**src/axi2apb_pkg.sv**
```systemverilog
// Shared widths, response codes and channel structs for the AXI4-to-APB bridge
// Imported by wildcard in every bridge module and in the checker

package axi2apb_pkg;

  // --------------------
  // Bus widths
  localparam int ADDR_W = 32;   // AXI and APB address
  localparam int APB_DW = 32;
  localparam int AXI_DW = 64;

  // AXI response and size codes
  localparam logic [1:0] RESP_OKAY   = 2'b00;
  localparam logic [1:0] RESP_SLVERR = 2'b10;
  localparam logic [2:0] SIZE_64     = 3'd3;   // 8 bytes, anything else is one word

  // --------------------
  // AXI data word, either whole or as two APB lanes picked by address bit 2
  typedef union packed {
    logic [AXI_DW-1:0]             word;
    logic [1:0][APB_DW-1:0]        lane;
  } axi_data_u;

  // AW and AR payload
  typedef struct packed {
    logic [ADDR_W-1:0] addr;
    logic [2:0]        size;
  } axi_addr_t;

  typedef struct packed {
    axi_data_u  data;
    logic [1:0] resp;
    logic       last;
  } axi_r_t;

  typedef struct packed {
    logic [1:0] resp;
  } axi_b_t;

  // --------------------
  // Internal command and beat records
  typedef struct packed {
    logic [ADDR_W-1:0] addr;      // Word aligned, 8-byte aligned for two beats
    logic              write;
    logic              two_beat;
    axi_data_u         wdata;
  } bridge_cmd_t;

  typedef struct packed {
    logic [ADDR_W-1:0] paddr;
    logic              pwrite;
    logic [APB_DW-1:0] pwdata;
  } apb_req_t;

  typedef struct packed {
    logic [APB_DW-1:0] rdata;
    logic              lane;      // Target lane of the AXI word
    logic              slverr;
    logic              last;      // Final transfer of the command
    logic              write;
  } beat_rsp_t;

endpackage

```
**src/axi_req_select.sv**
```systemverilog
// AXI request front end of the bridge
// Accepts one read or one write (AW and W together), read first, and holds
// it as a bridge command until the response handshake reports completion

`timescale 1ns/100ps

module axi_req_select
  import axi2apb_pkg::*;
(
  input  logic        ACLK,
  input  logic        ARESETn,
  input  logic        awvalid_i,
  input  axi_addr_t   aw_i,
  output logic        awready_o,
  input  logic        wvalid_i,
  input  axi_data_u   w_i,
  output logic        wready_o,
  input  logic        arvalid_i,
  input  axi_addr_t   ar_i,
  output logic        arready_o,
  input  logic        txn_done_i,
  output logic        cmd_start_o,
  output bridge_cmd_t cmd_o
);

  logic        busy;
  logic        rd_win;
  logic        wr_win;
  axi_addr_t   req_addr;
  bridge_cmd_t cmd_q;

  // --------------------
  // Arbitration, reads win over a simultaneous write
  assign rd_win    = !busy && arvalid_i;
  assign wr_win    = !busy && !arvalid_i && awvalid_i && wvalid_i;
  assign arready_o = rd_win;
  assign awready_o = wr_win;
  assign wready_o  = wr_win;       // W taken with its AW
  assign req_addr  = rd_win ? ar_i : aw_i;

  always_ff @(posedge ACLK or negedge ARESETn)
  begin
    if (!ARESETn)
    begin
      busy        <= 1'b0;
      cmd_start_o <= 1'b0;
    end
    else
    begin
      cmd_start_o <= rd_win || wr_win;
      if (rd_win || wr_win)
        busy <= 1'b1;
      else if (txn_done_i)
        busy <= 1'b0;
    end
  end

  // Command capture, held stable while busy
  always_ff @(posedge ACLK)
  begin
    if (rd_win || wr_win)
    begin
      cmd_q.two_beat <= (req_addr.size == SIZE_64);
      if (req_addr.size == SIZE_64)
        cmd_q.addr <= {req_addr.addr[ADDR_W-1:3], 3'b000};
      else
        cmd_q.addr <= {req_addr.addr[ADDR_W-1:2], 2'b00};
      cmd_q.write <= wr_win;
      cmd_q.wdata <= w_i;
    end
  end

  assign cmd_o = cmd_q;

  // Completion only arrives for a command in flight
  a_done_when_busy: assert property (@(posedge ACLK) disable iff (!ARESETn)
    txn_done_i |-> busy);

endmodule

```
**src/apb_access_seq.sv**
```systemverilog
// APB master sequencer of the bridge
// Runs one transfer for a 32-bit command and two for a 64-bit command,
// then reports each finished transfer as a beat one cycle after PREADY

`timescale 1ns/100ps

module apb_access_seq
  import axi2apb_pkg::*;
(
  input  logic              ACLK,
  input  logic              ARESETn,
  input  logic              cmd_start_i,
  input  bridge_cmd_t       cmd_i,
  output logic              psel_o,
  output logic              penable_o,
  output apb_req_t          apb_o,
  input  logic [APB_DW-1:0] prdata_i,
  input  logic              pready_i,
  input  logic              pslverr_i,
  output logic              beat_valid_o,
  output beat_rsp_t         beat_o
);

  typedef enum logic [1:0] {
    ST_IDLE,
    ST_SETUP,
    ST_ACCESS
  } apb_state_e;

  apb_state_e state_q;
  logic       second_q;     // Second transfer of a 64-bit command
  logic       lane;
  logic       last_beat;
  logic       xfer_done;

  // --------------------
  // Request fields, derived from the held command
  assign lane      = cmd_i.addr[2] | second_q;
  assign last_beat = !cmd_i.two_beat || second_q;
  assign xfer_done = penable_o && pready_i;

  assign psel_o       = (state_q != ST_IDLE);
  assign penable_o    = (state_q == ST_ACCESS);
  assign apb_o.paddr  = {cmd_i.addr[ADDR_W-1:3], lane, 2'b00};
  assign apb_o.pwrite = cmd_i.write;
  assign apb_o.pwdata = cmd_i.wdata.lane[lane];   // Lane follows address bit 2

  // --------------------
  // Transfer FSM
  always_ff @(posedge ACLK or negedge ARESETn)
  begin
    if (!ARESETn)
    begin
      state_q      <= ST_IDLE;
      second_q     <= 1'b0;
      beat_valid_o <= 1'b0;
    end
    else
    begin
      beat_valid_o <= xfer_done;
      case (state_q)
        ST_IDLE:
        begin
          if (cmd_start_i)
          begin
            state_q  <= ST_SETUP;
            second_q <= 1'b0;
          end
        end
        ST_SETUP: state_q <= ST_ACCESS;
        ST_ACCESS:
        begin
          if (pready_i && last_beat)
          begin
            state_q  <= ST_IDLE;
            second_q <= 1'b0;
          end
          else if (pready_i)
          begin
            state_q  <= ST_SETUP;   // Back-to-back second transfer
            second_q <= 1'b1;
          end
        end
        default: state_q <= ST_IDLE;
      endcase
    end
  end

  // Beat record of the finished transfer
  always_ff @(posedge ACLK)
  begin
    if (xfer_done)
    begin
      beat_o.rdata  <= prdata_i;
      beat_o.lane   <= lane;
      beat_o.slverr <= pslverr_i;
      beat_o.last   <= last_beat;
      beat_o.write  <= cmd_i.write;
    end
  end

  // New command only reaches an idle sequencer
  a_start_idle: assert property (@(posedge ACLK) disable iff (!ARESETn)
    cmd_start_i |-> (state_q == ST_IDLE));

  // Held command keeps the request steady through wait states
  a_req_stable: assert property (@(posedge ACLK) disable iff (!ARESETn)
    (penable_o && !pready_i) |=> $stable(apb_o));

endmodule

```
**src/axi_resp_hold.sv**
```systemverilog
// Response stage of the bridge
// Collects read lanes and error status from the APB beats, then holds R or B
// until the master accepts it and signals the end of the transaction

`timescale 1ns/100ps

module axi_resp_hold
  import axi2apb_pkg::*;
(
  input  logic      ACLK,
  input  logic      ARESETn,
  input  logic      beat_valid_i,
  input  beat_rsp_t beat_i,
  output logic      rvalid_o,
  output axi_r_t    r_o,
  input  logic      rready_i,
  output logic      bvalid_o,
  output axi_b_t    b_o,
  input  logic      bready_i,
  output logic      txn_done_o
);

  axi_data_u rdata_q;   // Lane not read by a 32-bit access stays zero
  logic      err_q;     // Sticky over both transfers
  logic      rvalid_q;
  logic      bvalid_q;
  logic [1:0] resp;

  assign txn_done_o = (rvalid_q && rready_i) || (bvalid_q && bready_i);
  assign resp       = err_q ? RESP_SLVERR : RESP_OKAY;

  always_ff @(posedge ACLK or negedge ARESETn)
  begin
    if (!ARESETn)
    begin
      rdata_q.word <= '0;
      err_q        <= 1'b0;
      rvalid_q     <= 1'b0;
      bvalid_q     <= 1'b0;
    end
    else if (txn_done_o)
    begin
      rdata_q.word <= '0;   // Fresh for the next transaction
      err_q        <= 1'b0;
      rvalid_q     <= 1'b0;
      bvalid_q     <= 1'b0;
    end
    else if (beat_valid_i)
    begin
      if (!beat_i.write)
        rdata_q.lane[beat_i.lane] <= beat_i.rdata;
      err_q <= err_q | beat_i.slverr;
      if (beat_i.last)
      begin
        rvalid_q <= !beat_i.write;
        bvalid_q <= beat_i.write;
      end
    end
  end

  // --------------------
  // AXI outputs
  assign rvalid_o = rvalid_q;
  assign bvalid_o = bvalid_q;
  assign r_o.data = rdata_q;
  assign r_o.resp = resp;
  assign r_o.last = 1'b1;      // Single beat only
  assign b_o.resp = resp;

  // No APB beat while a response is held
  a_no_beat_held: assert property (@(posedge ACLK) disable iff (!ARESETn)
    (rvalid_o || bvalid_o) |-> !beat_valid_i);

  // Stalled read response keeps its payload
  a_r_hold: assert property (@(posedge ACLK) disable iff (!ARESETn)
    (rvalid_o && !rready_i) |=> rvalid_o && $stable(r_o));

endmodule

```
**src/axi2apb_bridge.sv**
```systemverilog
// AXI4-to-APB bridge top level
// Single-beat 32-bit and 64-bit AXI accesses become one or two APB transfers,
// one transaction at a time

`timescale 1ns/100ps

module axi2apb_bridge
  import axi2apb_pkg::*;
(
  input  logic              ACLK,
  input  logic              ARESETn,
  // AXI slave side
  input  logic              awvalid_i,
  input  axi_addr_t         aw_i,
  output logic              awready_o,
  input  logic              wvalid_i,
  input  axi_data_u         w_i,
  output logic              wready_o,
  input  logic              arvalid_i,
  input  axi_addr_t         ar_i,
  output logic              arready_o,
  output logic              rvalid_o,
  output axi_r_t            r_o,
  input  logic              rready_i,
  output logic              bvalid_o,
  output axi_b_t            b_o,
  input  logic              bready_i,
  // APB master side
  output logic              psel_o,
  output logic              penable_o,
  output apb_req_t          apb_o,
  input  logic [APB_DW-1:0] prdata_i,
  input  logic              pready_i,
  input  logic              pslverr_i
);

  logic        cmd_start;
  bridge_cmd_t cmd;
  logic        beat_valid;
  beat_rsp_t   beat;
  logic        txn_done;   // R or B accepted

  axi_req_select u_req_select (
    .ACLK        (ACLK),
    .ARESETn     (ARESETn),
    .awvalid_i   (awvalid_i),
    .aw_i        (aw_i),
    .awready_o   (awready_o),
    .wvalid_i    (wvalid_i),
    .w_i         (w_i),
    .wready_o    (wready_o),
    .arvalid_i   (arvalid_i),
    .ar_i        (ar_i),
    .arready_o   (arready_o),
    .txn_done_i  (txn_done),
    .cmd_start_o (cmd_start),
    .cmd_o       (cmd)
  );

  apb_access_seq u_access_seq (
    .ACLK         (ACLK),
    .ARESETn      (ARESETn),
    .cmd_start_i  (cmd_start),
    .cmd_i        (cmd),
    .psel_o       (psel_o),
    .penable_o    (penable_o),
    .apb_o        (apb_o),
    .prdata_i     (prdata_i),
    .pready_i     (pready_i),
    .pslverr_i    (pslverr_i),
    .beat_valid_o (beat_valid),
    .beat_o       (beat)
  );

  axi_resp_hold u_resp_hold (
    .ACLK         (ACLK),
    .ARESETn      (ARESETn),
    .beat_valid_i (beat_valid),
    .beat_i       (beat),
    .rvalid_o     (rvalid_o),
    .r_o          (r_o),
    .rready_i     (rready_i),
    .bvalid_o     (bvalid_o),
    .b_o          (b_o),
    .bready_i     (bready_i),
    .txn_done_o   (txn_done)
  );

endmodule

```
**config.mk**
```make
export PLATFORM = sky130hd
export DESIGN_NAME = axi2apb_bridge
export DESIGN_NICKNAME = d
export VERILOG_FILES = /design/src/axi2apb_pkg.sv /design/src/axi_req_select.sv /design/src/apb_access_seq.sv /design/src/axi_resp_hold.sv /design/src/axi2apb_bridge.sv
export SDC_FILE = /design/constraint.sdc
export NUM_CORES = 1
export LEC_CHECK = 0
export ABC_CLOCK_PERIOD_IN_PS = 3650
export BUFFER_PORTS_ARGS = -buffer_cell sky130_fd_sc_hd__buf_2
export CORE_UTILIZATION = 41
export CTS_BUF_LIST = sky130_fd_sc_hd__clkbuf_2 sky130_fd_sc_hd__clkbuf_4 sky130_fd_sc_hd__clkbuf_8
export DETAILED_ROUTE_END_ITERATION = 8
export PLACE_DENSITY = 0.68
export SLEW_MARGIN = 5
export SYNTH_ARGS = -nofsm -noshare
export SYNTH_HDL_FRONTEND = slang
export SYNTH_SLANG_ARGS = --single-unit
```
**constraint.sdc**
```tcl
create_clock -name ACLK -period 3.65 [get_ports ACLK]
set_input_delay 0.365 -clock ACLK [delete_from_list [all_inputs] [get_ports ACLK]]
set_output_delay 0.365 -clock ACLK [all_outputs]
set_load 0.005 [all_outputs]
```
==> results by group, run 1 <==
Status
  • Status: complete, but fails checks
  • Failing checks: negative hold slack

Critical path
  • CP arrival: 2.27 ns
  • Cell Chain, Critical Path: nor2_4 -> buf_4 -> mux2_2 -> buf_2
  • Crit Path Max Fanout: 21
  • Startpoint types: register
  • Critical path class: reg2out
  • Max incr delay on CP: 0.42 ns
  • Worst path slowest cell: dfrtp_1
  • Data required, critical path: 3.28 ns
  • CP Capture Type: output pin

Layout
  • Layout cell share with drive strength beyond 1: 45.5%
  • Synthesis-to-layout area growth: 37.2%
  • Layout Nets: 1,182
  • Register area: 0.00579 mm²
  • Footprint of the multi-input gates: 0.00214 mm²
  • # fillers: 1,683

Worst hold path
  • Min-delay worst type: in2async

STA
  • Fmax achieved: 0.379 GHz
  • Setup violators final: 0
  • RSZ-0062 raised after global routing: false
  • Crit share post-route: 72.3%
  • Fin Hold WS: -0.000608 ns
  • Post-route minimum period: 2.64 ns
  • Worst Skew: 0.0264 ns
  • Actual slew at the worst max-slew pin: 0.980 ns
  • Setup tns final: 0 ns
  • Slew margin rel.: 34.7%
  • Fin. Hold Viols: 1
  • Max Slew Vio Count: 0

Logic synthesis
  • Top cell type's share of synthesized area: 46.9%
  • Cell type with the largest total area after synthesis: edfxtp_1
  • Syn avg cell area: 13.1 µm²
  • Post-Syn Area: 0.00845 mm²
  • Yosys cell types: 32
  • Yosys reg bits: 205
  • Seq/Total Area, Yosys: 68.5%
  • YS warnings: 0
  • Ranking of synthesized cells by area: edfxtp_1, dfrtp_1, nand2_1
  • Post-Syn Instances: 643

Global routing
  • Antenna violations before repair: 6
  • Largest net degree at the start of global routing: 74
  • Global-route wire length before repair: 35,300 µm
  • All-Layer GR Usage: 21.7%
  • Gr ovfl total: 0
  • Vias in the first global route: 6,607

Power and ir drop
  • Combinational power share: 24.9%
  • Design Power: 7.50 mW
  • P_leak: 5.25 nW
  • Part of the power in the clock network: 30.7%
  • Pwr Density: 647 mW/mm²
  • NetSw: 2.24 mW
  • Internal power: 5.26 mW
  • Flop pwr share: 44.4%
  • Peak VDD IR: 0.424 mV
  • Sw frac: 29.9%

Detailed routing
  • WL met3: 1920 µm
  • Detail Route Antenna Nets: 0
  • Wire per inst: 17.5 µm
  • Wl on met1: 8510 µm
  • DRC viols: 0
  • Vias per std cell: 4.76
  • Final WL: 22,900 µm
  • WL met2: 11,700 µm
  • Initial drt markers: 237
  • Vias: 6,233
  • Iteration count of the initial detailed-routing pass: 4
  • Uppermost routed layer: met5

Placement
  • DP HPWL: 14,000 µm
  • Final Wtd Congestion: 0.803
  • # port buffers: 306

Floorplan
  • Die footprint: 0.0212 mm²
  • Row cnt: 52
  • Initial Utilization: 41.8%
  • Core ar.: 0.0202 mm²
  • Die Ht: 146 µm
  • Chip width: 146 µm
  • # IOs: 316

Clocking
  • CTS tree: yes
  • Clk pin slew, worst setup/hold paths: 0.06 ns
  • Setup Buffers After CTS: 0
  • Clock sink count: 205
  • Htree depth: 2
  • Hold-fix buffers at CTS: 84
  • Clk_lat worst skew: 0.53 ns
  • Post-CTS resize count: 0
  • Clk buf depth: 3
  • CTS buffer count: 36
  • Root Buffer: clkbuf_8

Run
  • Max-cap violation count: 0
power groups by stage:
stage,logic [mW],registers (mW),clock network (mW)
after global routing,2.06,3.39,2.46
after floorplan,1.06,3.35,0
after global placement,1.78,3.35,0
after CTS,1.88,3.33,2.35
final,1.87,3.33,2.30
after detailed placement,1.80,3.37,0
area by class of cell:
| cell class | instances | share of cell area (%) |
|---|---|---|
| well taps | 270 | 2.91 |
| repair buffers | 404 | 21.5 |
| clock buffers | 55 | 5.83 |
| diodes | 5 | 0.108 |
| flip-flops and latches | 205 | 49.9 |
| clock inverters | 10 | 1.06 |
| inverters | 4 | 0.130 |
| multi-input cells | 356 | 18.5 |
per-layer routing:
metal	global-route usage (%)	up-vias
met3	7.40	63
met4	8.68	2
met1	23.6	2945
met5	0	-
li1	-	2963
met2	38.6	260
kinds of logic (layout without fill, tap and decap cells):
logic type / Yosys count / after routing / synth area share (%)
AOI/OAI and AO/OA: 75 / 75 / 5.48
buffers and inverters: 85 / 473 / 6.38
DFF: 205 / 205 / 68.5
muxes: 33 / 33 / 4.40
other: 2 / 10 / 0.0889
and+or+nand+nor: 243 / 243 / 15.1
placed cells by master, fill, tap and decap left out, types with 2 or more instances in the layout:
| cell type | count |
|---|---|
| inv_1 | 4 |
| buf_4 | 12 |
| conb_1 | 5 |
| clkbuf_8 | 42 |
| nand2b_1 | 4 |
| nor2_1 | 36 |
| clkinv_1 | 3 |
| dlygate4sd3_1 | 86 |
| a21oi_1 | 48 |
| edfxtp_1 | 132 |
| buf_2 | 305 |
| dfrtp_1 | 73 |
| diode_2 | 5 |
| nand2_1 | 124 |
| or2_2 | 2 |
| clkinv_2 | 2 |
| bufinv_16 | 2 |
| clkinv_8 | 2 |
| and4bb_2 | 30 |
| mux2_2 | 33 |
| a21oi_2 | 20 |
| nand3b_1 | 2 |
| clkbuf_4 | 13 |
| o21ai_0 | 3 |
| nand3_1 | 34 |
| nor4bb_1 | 2 |
final timing paths:
path / startpoint / end / slack [ns] / cells after the start
max in group asynchronous: ARESETn / u_resp_hold.rdata_q[8] / 3.03 / 1
hold / removal: ARESETn / u_req_select.cmd_start_o / -0.0006 / 1
setup / recovery: u_access_seq.second_q / apb_o[14] / 1.01 / 4
min in group ACLK: prdata_i[0] / u_access_seq.beat_o[4] / 0.03 / 1
hold reg to reg: u_req_select.cmd_o[65] / u_access_seq.beat_o[0] / 0.48 / 0
setup reg to reg: u_req_select.busy / u_req_select.cmd_o[27] / 1.39 / 3
per-stage QoR:
step                      hold WS [ns]  setup slack (ns)  cell area (µm²)  utilization, %  instances
after global routing          0.000657             0.895            11600            57.3       1308
final                        -0.000608              1.01            11600            57.3       1309
after global placement           0.430              1.41             9920            49.0       1153
after CTS                    0.0000550             0.974            11600            57.1       1302
after detailed placement         0.446              1.31             9920            49.0       1153
after floorplan                 0.0694              1.17             8460               -        646
cells in the mapped netlist:
cell         n
and3b_1      1
a21oi_2     20
a22o_1       1
nand4_1      1
nand2_1    124
or2_2        3
nand3b_1     2
buf_2       11
or3b_1       1
buf_8        2
buf_4       45
nor2_1      37
and2_1       1
conb_1       2
mux2_2      33
a211o_1      1
a21oi_1     48
clkbuf_1    21
o2bb2ai_1    1
nor4bb_1     2
nand2b_1     4
nor2b_1      1
dfrtp_1     73
o21ai_0      3
or3_1        1
edfxtp_1   132
nor3_1       1
nand3_1     34
buf_6        2
o22ai_1      1
inv_1        4
and4bb_2    30
critical path: cells and delay by family, from the launching register on:
family                 cells  cell delay (ns)
buffers and inverters      2             0.52
flip-flops                 1             0.42
multiplexers               1             0.40
AND/OR/NAND/NOR            1             0.41
sequential cells by signal, summed over array words and instances, names as in the netlist:
name,cells
u_access_seq.state_q,2
u_req_select.cmd_start_o,1
u_resp_hold.err_q,1
u_access_seq.second_q,1
u_resp_hold.bvalid_o,1
u_resp_hold.rdata_q,64
u_access_seq.beat_o,36
u_resp_hold.rvalid_o,1
u_req_select.cmd_o,96
u_access_seq.beat_valid_o,1
u_req_select.busy,1
Note: power is estimated with default switching activity, not from simulation.
==> run 2: changes to the inputs <==
Settings changed: ABC_CLOCK_PERIOD_IN_PS 3650 to 2150, PLACE_DENSITY 0.68 to 0.71.
Clock period 3.65 ns to 2.15 ns, I/O delays scaled along.
==> results by group, run 2 (synthesized netlist as in run 1, its figures left out) <==
Status
  • Status: completed

Clocking
  • Clk_lat worst skew: 0.52 ns (about the same)
  • CTS tree: yes
  • Clock sink count: 205 (unchanged)
  • Clk buf depth: 3 (unchanged)
  • Htree depth: 2 (unchanged)
  • CTS buffer count: 37 (+2.8%)
  • Root Buffer: clkbuf_8
  • Setup Buffers After CTS: 0 (unchanged)
  • Clk pin slew, worst setup/hold paths: 0.06 ns (about the same)

Global routing
  • Met2 usage: 42.4% (+3.8 points)
  • Largest net degree at the start of global routing: 72 (-2.7%)
  • Global-route wire length before repair: 38,500 µm (+9.0%)
  • Global Route met3 Usage: 5.92% (-1.5 points)
  • Routing usage on met1: 26.0% (+2.3 points)
  • Antenna violations before repair: 2 (-4)
  • Gr ovfl total: 0 (unchanged)
  • Vias in the first global route: 7,194 (+8.9%)
  • All-Layer GR Usage: 23.5% (+1.8 points)
  • Most Crowded Layer GR: met2

Floorplan
  • Row cnt: 52 (unchanged)
  • Die footprint: 0.0212 mm² (unchanged)
  • Die Ht: 146 µm (unchanged)
  • # IOs: 316 (unchanged)
  • Chip width: 146 µm (unchanged)
  • Core ar.: 0.0202 mm² (unchanged)
  • Initial Utilization: 41.8% (unchanged)

Layout
  • Synthesis-to-layout area growth: 46.8%
  • Register area: 0.00579 mm² (unchanged)
  • Max reg flops: 96 (unchanged)
  • Footprint of the multi-input gates: 0.00214 mm² (unchanged)
  • Commonest non-fill, non-tap cell in the layout: buf_2
  • Layout cell share with drive strength beyond 1: 42.8% (-2.6 points)
  • Final Core Density: 61.3% (+4.0 points)
  • # fillers: 1,538 (-8.6%)
  • Layout Nets: 1,262 (+6.8%)
  • Commonest cells after routing, fill and taps aside: buf_2, dlygate4sd3_1, edfxtp_1

STA
  • Setup violators final: 0 (unchanged)
  • Post-route minimum period: 2.06 ns
  • Crit share post-route: 95.7%
  • Setup tns final: 0 ns (unchanged)
  • Fin. Hold Viols: 0 (-1)
  • Worst Skew: 0.0194 ns (-0.00699 ns)
  • Slew margin rel.: 65.2% (+30 points)
  • Max Slew Vio Count: 0 (unchanged)
  • RSZ-0062 raised after global routing: false
  • Fmax achieved: 0.486 GHz
  • Actual slew at the worst max-slew pin: 0.523 ns (-0.457 ns)

Critical path
  • Startpoint types: register
  • CP Capture Type: output pin
  • Crit Path Max Fanout: 32 (+52%)
  • Data required, critical path: 1.93 ns (-1.35 ns)
  • CP arrival: 1.84 ns (-0.43 ns)
  • Critical path class: reg2out

Placement
  • # port buffers: 306 (unchanged)
  • Final Wtd Congestion: 0.822 (+2.4%)
  • DP HPWL: 14,900 µm (+6.6%)

Run
  • Max-cap violation count: 0 (unchanged)

Worst hold path
  • Min-delay worst type: in2reg

Detailed routing
  • Vias: 6,722 (+7.8%)
  • Vias per std cell: 4.84 (+1.7%)
  • Wire per inst: 17.9 µm (+2.3%)
  • Detail Route Antenna Nets: 0 (unchanged)
  • Iteration count of the initial detailed-routing pass: 4 (unchanged)
  • Final WL: 24,800 µm (+8.5%)
  • DRC viols: 0 (unchanged)
  • Initial drt markers: 333 (+41%)

Power and ir drop
  • P_leak: 5.60 nW (+6.7%)
  • Pwr Density: 1060 mW/mm² (+63%)
  • Peak VDD IR: 0.953 mV (+120%)
==> run 2: cell types whose count changed in the layout (fill, tap and decap cells not counted), moves of 2 or more <==
cell / change
clkinvlp_4: +2
diode_2: -3
clkinv_1: +3
buf_4: +3
dlygate4sd3_1: +71
buf_12: +4
clkinv_8: -2
==> run 2: metrics by stage <==
stage,area [µm²],hold WS (ns),power (mW),std cells,setup WS (ns)
global placement,10000,0.215,8.81,1161,0.491
CTS,12400,0.0598,13.1,1386,0.0278
global route,12400,0.0870,13.7,1388,0.00945
finish,12400,0.0784,13.1,1388,0.0929
floorplan,8460,-0.0806,7.48,646,0.126
detailed placement,10000,0.227,8.90,1161,0.454
==> run 2: repair_timing <==
action | CTS | global route
hold buffers | 157 | 0
setup endpoints to repair | 6 | 0
gates resized for setup | 1 | 0
endpoints found under the hold margin | 163 | 0
==> run 2: layout make-up <==
cell class                      count  share of cell area [%]
Sequential cell                   205                    46.7
Timing Repair Buffer              483                    26.8
Multi-Input combinational cell    356                    17.3
Clock buffer                       54                    5.34
Tap cell                          270                    2.72
Clock inverter                     14                    1.01
Inverter                            4                   0.121
Antenna cell                        2                  0.0404
==> run 2: path summary, 6_finish.rpt <==
| kind | start | end | cells past startpoint | slack [ns] |
|---|---|---|---|---|
| max reg2reg | u_req_select.busy | u_req_select.cmd_o[93] | 6 | 0.11 |
| min reg2reg | u_access_seq.beat_o[2] | u_resp_hold.err_q | 2 | 0.49 |
| min | rready_i | u_resp_hold.bvalid_o | 3 | 0.08 |
| min in group asynchronous | ARESETn | u_resp_hold.rdata_q[48] | 2 | 0.21 |
| max in group asynchronous | ARESETn | u_resp_hold.rdata_q[27] | 3 | 1.34 |
| max | u_req_select.busy | arready_o | 4 | 0.09 |
==> run 2: layer usage <==
layer / share of wire [%] / wire, µm
met1: 37 / 9130
met2: 52 / 12900
met3: 7.4 / 1830
met4: 3.9 / 975
met5: 0 / 0
==> run 2: where the power goes <==
part,leakage (nW),switching [mW],internal [mW]
registers,2.22,0.429,5.24
clock network,0.409,1.64,2.23
logic,2.97,1.89,1.69
total,5.60,3.95,9.16
==> run 2: worst max-delay path, stage by stage, from the launching register on <==
cell and delay (ns):
dfrtp_1 0.41, nand2b_1 0.26, inv_1 0.12, buf_4 0.33, buf_2 0.18
==> run 3: changes to the inputs <==
Settings changed: ABC_AREA set to 1, ABC_CLOCK_PERIOD_IN_PS 2150 to not set, CORE_MARGIN set to 1.5.
==> results by group, run 3 <==
Critical path
  • Max incr delay on CP: 0.39 ns (-0.02 ns)
  • CP Capture Type: output pin
  • Cell Chain, Critical Path: nor2_2 -> inv_1 -> buf_4 -> nand2_1 -> nand2_1 -> buf_2
  • Startpoint types: register
  • Delay-heaviest family, CP: buffers and inverters
  • Stages on worst setup path: 6 (+2)
  • Worst path slowest cell: dfrtp_1
  • Crit Path Max Fanout: 34 (+6.3%)
  • Cells on worst reg2reg path: 7 (+1)
  • CP arrival: 1.76 ns (-0.08 ns)
  • Data required, critical path: 1.93 ns (about the same)
  • Critical path class: reg2out
  • CP bufs+invs: 3 (unchanged)
  • Crit-path most repeated cell: nand2_1

Power and ir drop
  • Design Power: 14.4 mW (+9.7%)
  • Pwr Density: 1140 mW/mm² (+8.1%)
  • P_leak: 6.23 nW (+11%)
  • Peak VDD IR: 0.687 mV (-28%)

Placement
  • # port buffers: 306 (unchanged)
  • Final Wtd Congestion: 0.797 (-3.0%)
  • DP HPWL: 16,000 µm (+6.7%)
  • DP Worst Slack: 0.560 ns (+0.105 ns)

Logic synthesis
  • Cell type with the largest total area after synthesis: edfxtp_1
  • Post-synth EDFFs: 132 (unchanged)
  • Seq/Total Area, Yosys: 67.1% (-1.5 points)
  • Ranking of synthesized cells by area: edfxtp_1, dfrtp_1, nand2_1
  • Post-Syn Instances: 854 (+33%)
  • Top cells by instance count after synthesis: nand2_1, edfxtp_1, nor2_1
  • Ys async rst share: 35.6% (unchanged)
  • Most common cell in the netlist: nand2_1
  • Syn avg cell area: 10.1 µm² (-23%)
  • Yosys cell types: 21 (-34%)
  • YS warnings: 0 (unchanged)
  • Yosys reg bits: 205 (unchanged)
  • Post-Syn Area: 0.00863 mm² (+2.2%)
  • Top cell type's share of synthesized area: 45.9% (-0.99 points)
  • Synth Flop Type: edfxtp_1

Global routing
  • Gr ovfl total: 0 (unchanged)
  • All-Layer GR Usage: 24.8% (+1.4 points)
  • Antenna violations before repair: 1 (-1)
  • Largest net degree at the start of global routing: 69 (-4.2%)
  • Vias in the first global route: 7,898 (+9.8%)
  • Global-route wire length before repair: 41,700 µm (+8.4%)

Clocking
  • Clk_lat worst skew: 0.54 ns (+0.02 ns)
  • Clk pin slew, worst setup/hold paths: 0.06 ns (about the same)
  • Htree depth: 2 (unchanged)
  • Clock sink count: 205 (unchanged)
  • CTS buffer count: 36 (-2.7%)
  • Clk buf depth: 3 (unchanged)
  • CTS tree: yes
  • Root Buffer: clkbuf_8

Detailed routing
  • Vias: 7,755 (+15%)
  • Vias per std cell: 4.84 (about the same)
  • Detail Route Antenna Nets: 0 (unchanged)
  • Initial drt markers: 390 (+17%)
  • DRC viols: 0 (unchanged)
  • Wire per inst: 17.2 µm (-3.6%)
  • Final WL: 27,600 µm (+11%)
  • Iteration count of the initial detailed-routing pass: 5 (+1)

STA
  • Crit share post-route: 92.0% (-3.7 points)
  • Setup violators final: 0 (unchanged)
  • Fmax achieved: 0.506 GHz (+4.0%)
  • Fin. Hold Viols: 0 (unchanged)
  • Max Slew Vio Count: 0 (unchanged)
  • Worst Skew: 0.0221 ns (+0.00269 ns)
  • RSZ-0062 raised after global routing: false
  • Slew margin rel.: 55.0% (-10 points)
  • Actual slew at the worst max-slew pin: 0.673 ns (+0.150 ns)
  • Post-route minimum period: 1.98 ns (-0.0794 ns)
  • Fin Hold WS: 0.128 ns (+0.0500 ns)
  • Setup tns final: 0 ns (unchanged)
  • Final worst-path setup slack: 0.172 ns (+0.0794 ns)

Floorplan
  • Die footprint: 0.0219 mm² (+3.5%)
  • # IOs: 316 (unchanged)
  • Core ar.: 0.0204 mm² (+0.96%)
  • Die Ht: 148 µm (+1.7%)
  • Initial Utilization: 42.2% (+0.50 points)
  • Row cnt: 52 (unchanged)
  • Chip width: 148 µm (+1.7%)

Run
  • Max-cap violation count: 0 (unchanged)

Layout
  • Layout Nets: 1,478 (+17%)
  • Synthesis-to-layout area growth: 45.8%
  • Final Core Density: 61.6% (+0.30 points)
  • Footprint of the multi-input gates: 0.00223 mm² (+4.1%)
  • # fillers: 1,580 (+2.7%)
  • Commonest non-fill, non-tap cell in the layout: nand2_1
  • Max reg flops: 96 (unchanged)
  • Register area: 0.00579 mm² (unchanged)
  • Commonest cells after routing, fill and taps aside: nand2_1, buf_2, dlygate4sd3_1
  • Layout cell share with drive strength beyond 1: 30.8% (-12 points)

Status
  • Status: completed

Worst hold path
  • Min-delay worst type: in2reg
  • Cell depth of the worst min-delay path: 5 (+2)
-- run 3: changes by cell type in the layout (fill, tap and decap cells not counted), moves of 4 or more --
cell	before	now
mux2_2	33	0
nand2b_1	4	0
inv_1	4	10
buf_4	15	23
nand3_1	34	64
a21oi_2	20	0
nand2_2	0	5
nand2_1	124	395
a21oi_1	48	2
nor2_1	36	74
and4bb_2	30	0
-- run 3: metal layers --
| metal | vias to the layer above | wire length [µm] | global-route usage [%] |
|---|---|---|---|
| met1 | 3636 | 9880 | 27.1 |
| met2 | 425 | 14200 | 44.5 |
| li1 | 3606 | - | - |
| met3 | 88 | 2410 | 7.02 |
| met5 | - | 0 | 0 |
| met4 | 0 | 1140 | 11.7 |
-- run 3: worst reg2reg max path, delay by kind of cell, from the launching register on --
kind | cells | cell delay (ns)
flip-flops | 1 | 0.41
buffers and inverters | 4 | 1.02
AND/OR/NAND/NOR | 3 | 0.27
-- run 3: timing repair --
| item | in CTS | in global routing |
|---|---|---|
| gates resized for setup | 0 | 1 |
| hold buffers | 158 | 0 |
| hold endpoints to repair | 166 | 0 |
| setup buffers | 0 | 1 |
| setup endpoints to repair | 0 | 15 |
-- run 3: power breakdown --
part	leakage, nW	internal (mW)	switching, mW
Clock	0.400	2.18	1.66
Combinational	3.64	1.84	2.93
Sequential	2.19	5.36	0.413
Total	6.23	9.37	5.00
-- run 3: path summary, 6_finish.rpt --
kind                                        start  slack, ns                       to
min reg2reg                u_req_select.cmd_o[65]       0.46   u_access_seq.beat_o[0]
max                         u_access_seq.second_q       0.17                 apb_o[8]
max reg2reg                     u_req_select.busy       0.19   u_req_select.cmd_o[86]
max in group asynchronous                 ARESETn       1.22  u_resp_hold.rdata_q[50]
min                                       ar_i[5]       0.13   u_req_select.cmd_o[68]
min in group asynchronous                 ARESETn       0.23   u_resp_hold.rdata_q[8]
-- run 3: layout make-up --
type                            count  area share [%]
Multi-Input combinational cell    555            17.7
Clock buffer                       53            5.10
Clock inverter                     12           0.965
Antenna cell                        1          0.0199
Timing Repair Buffer              492            27.0
Sequential cell                   205            46.0
Inverter                           13           0.438
Tap cell                          270            2.69
-- run 3: through the flow --
stage / cell area, µm² / std cells
3_5_place_dp: 10200 / 1376
4_1_cts: 12600 / 1599
3_3_place_gp: 10200 / 1376
5_1_grt: 12600 / 1601
2_1_floorplan: 8650 / 857
6_report: 12600 / 1601
-- run 3: kinds of logic after synthesis --
| family | synth area share (%) |
|---|---|
| simple gates | 25.1 |
| flops | 67.1 |
| buf+inv | 7.32 |
| compound gates | 0.377 |
| other cells | 0.0870 |
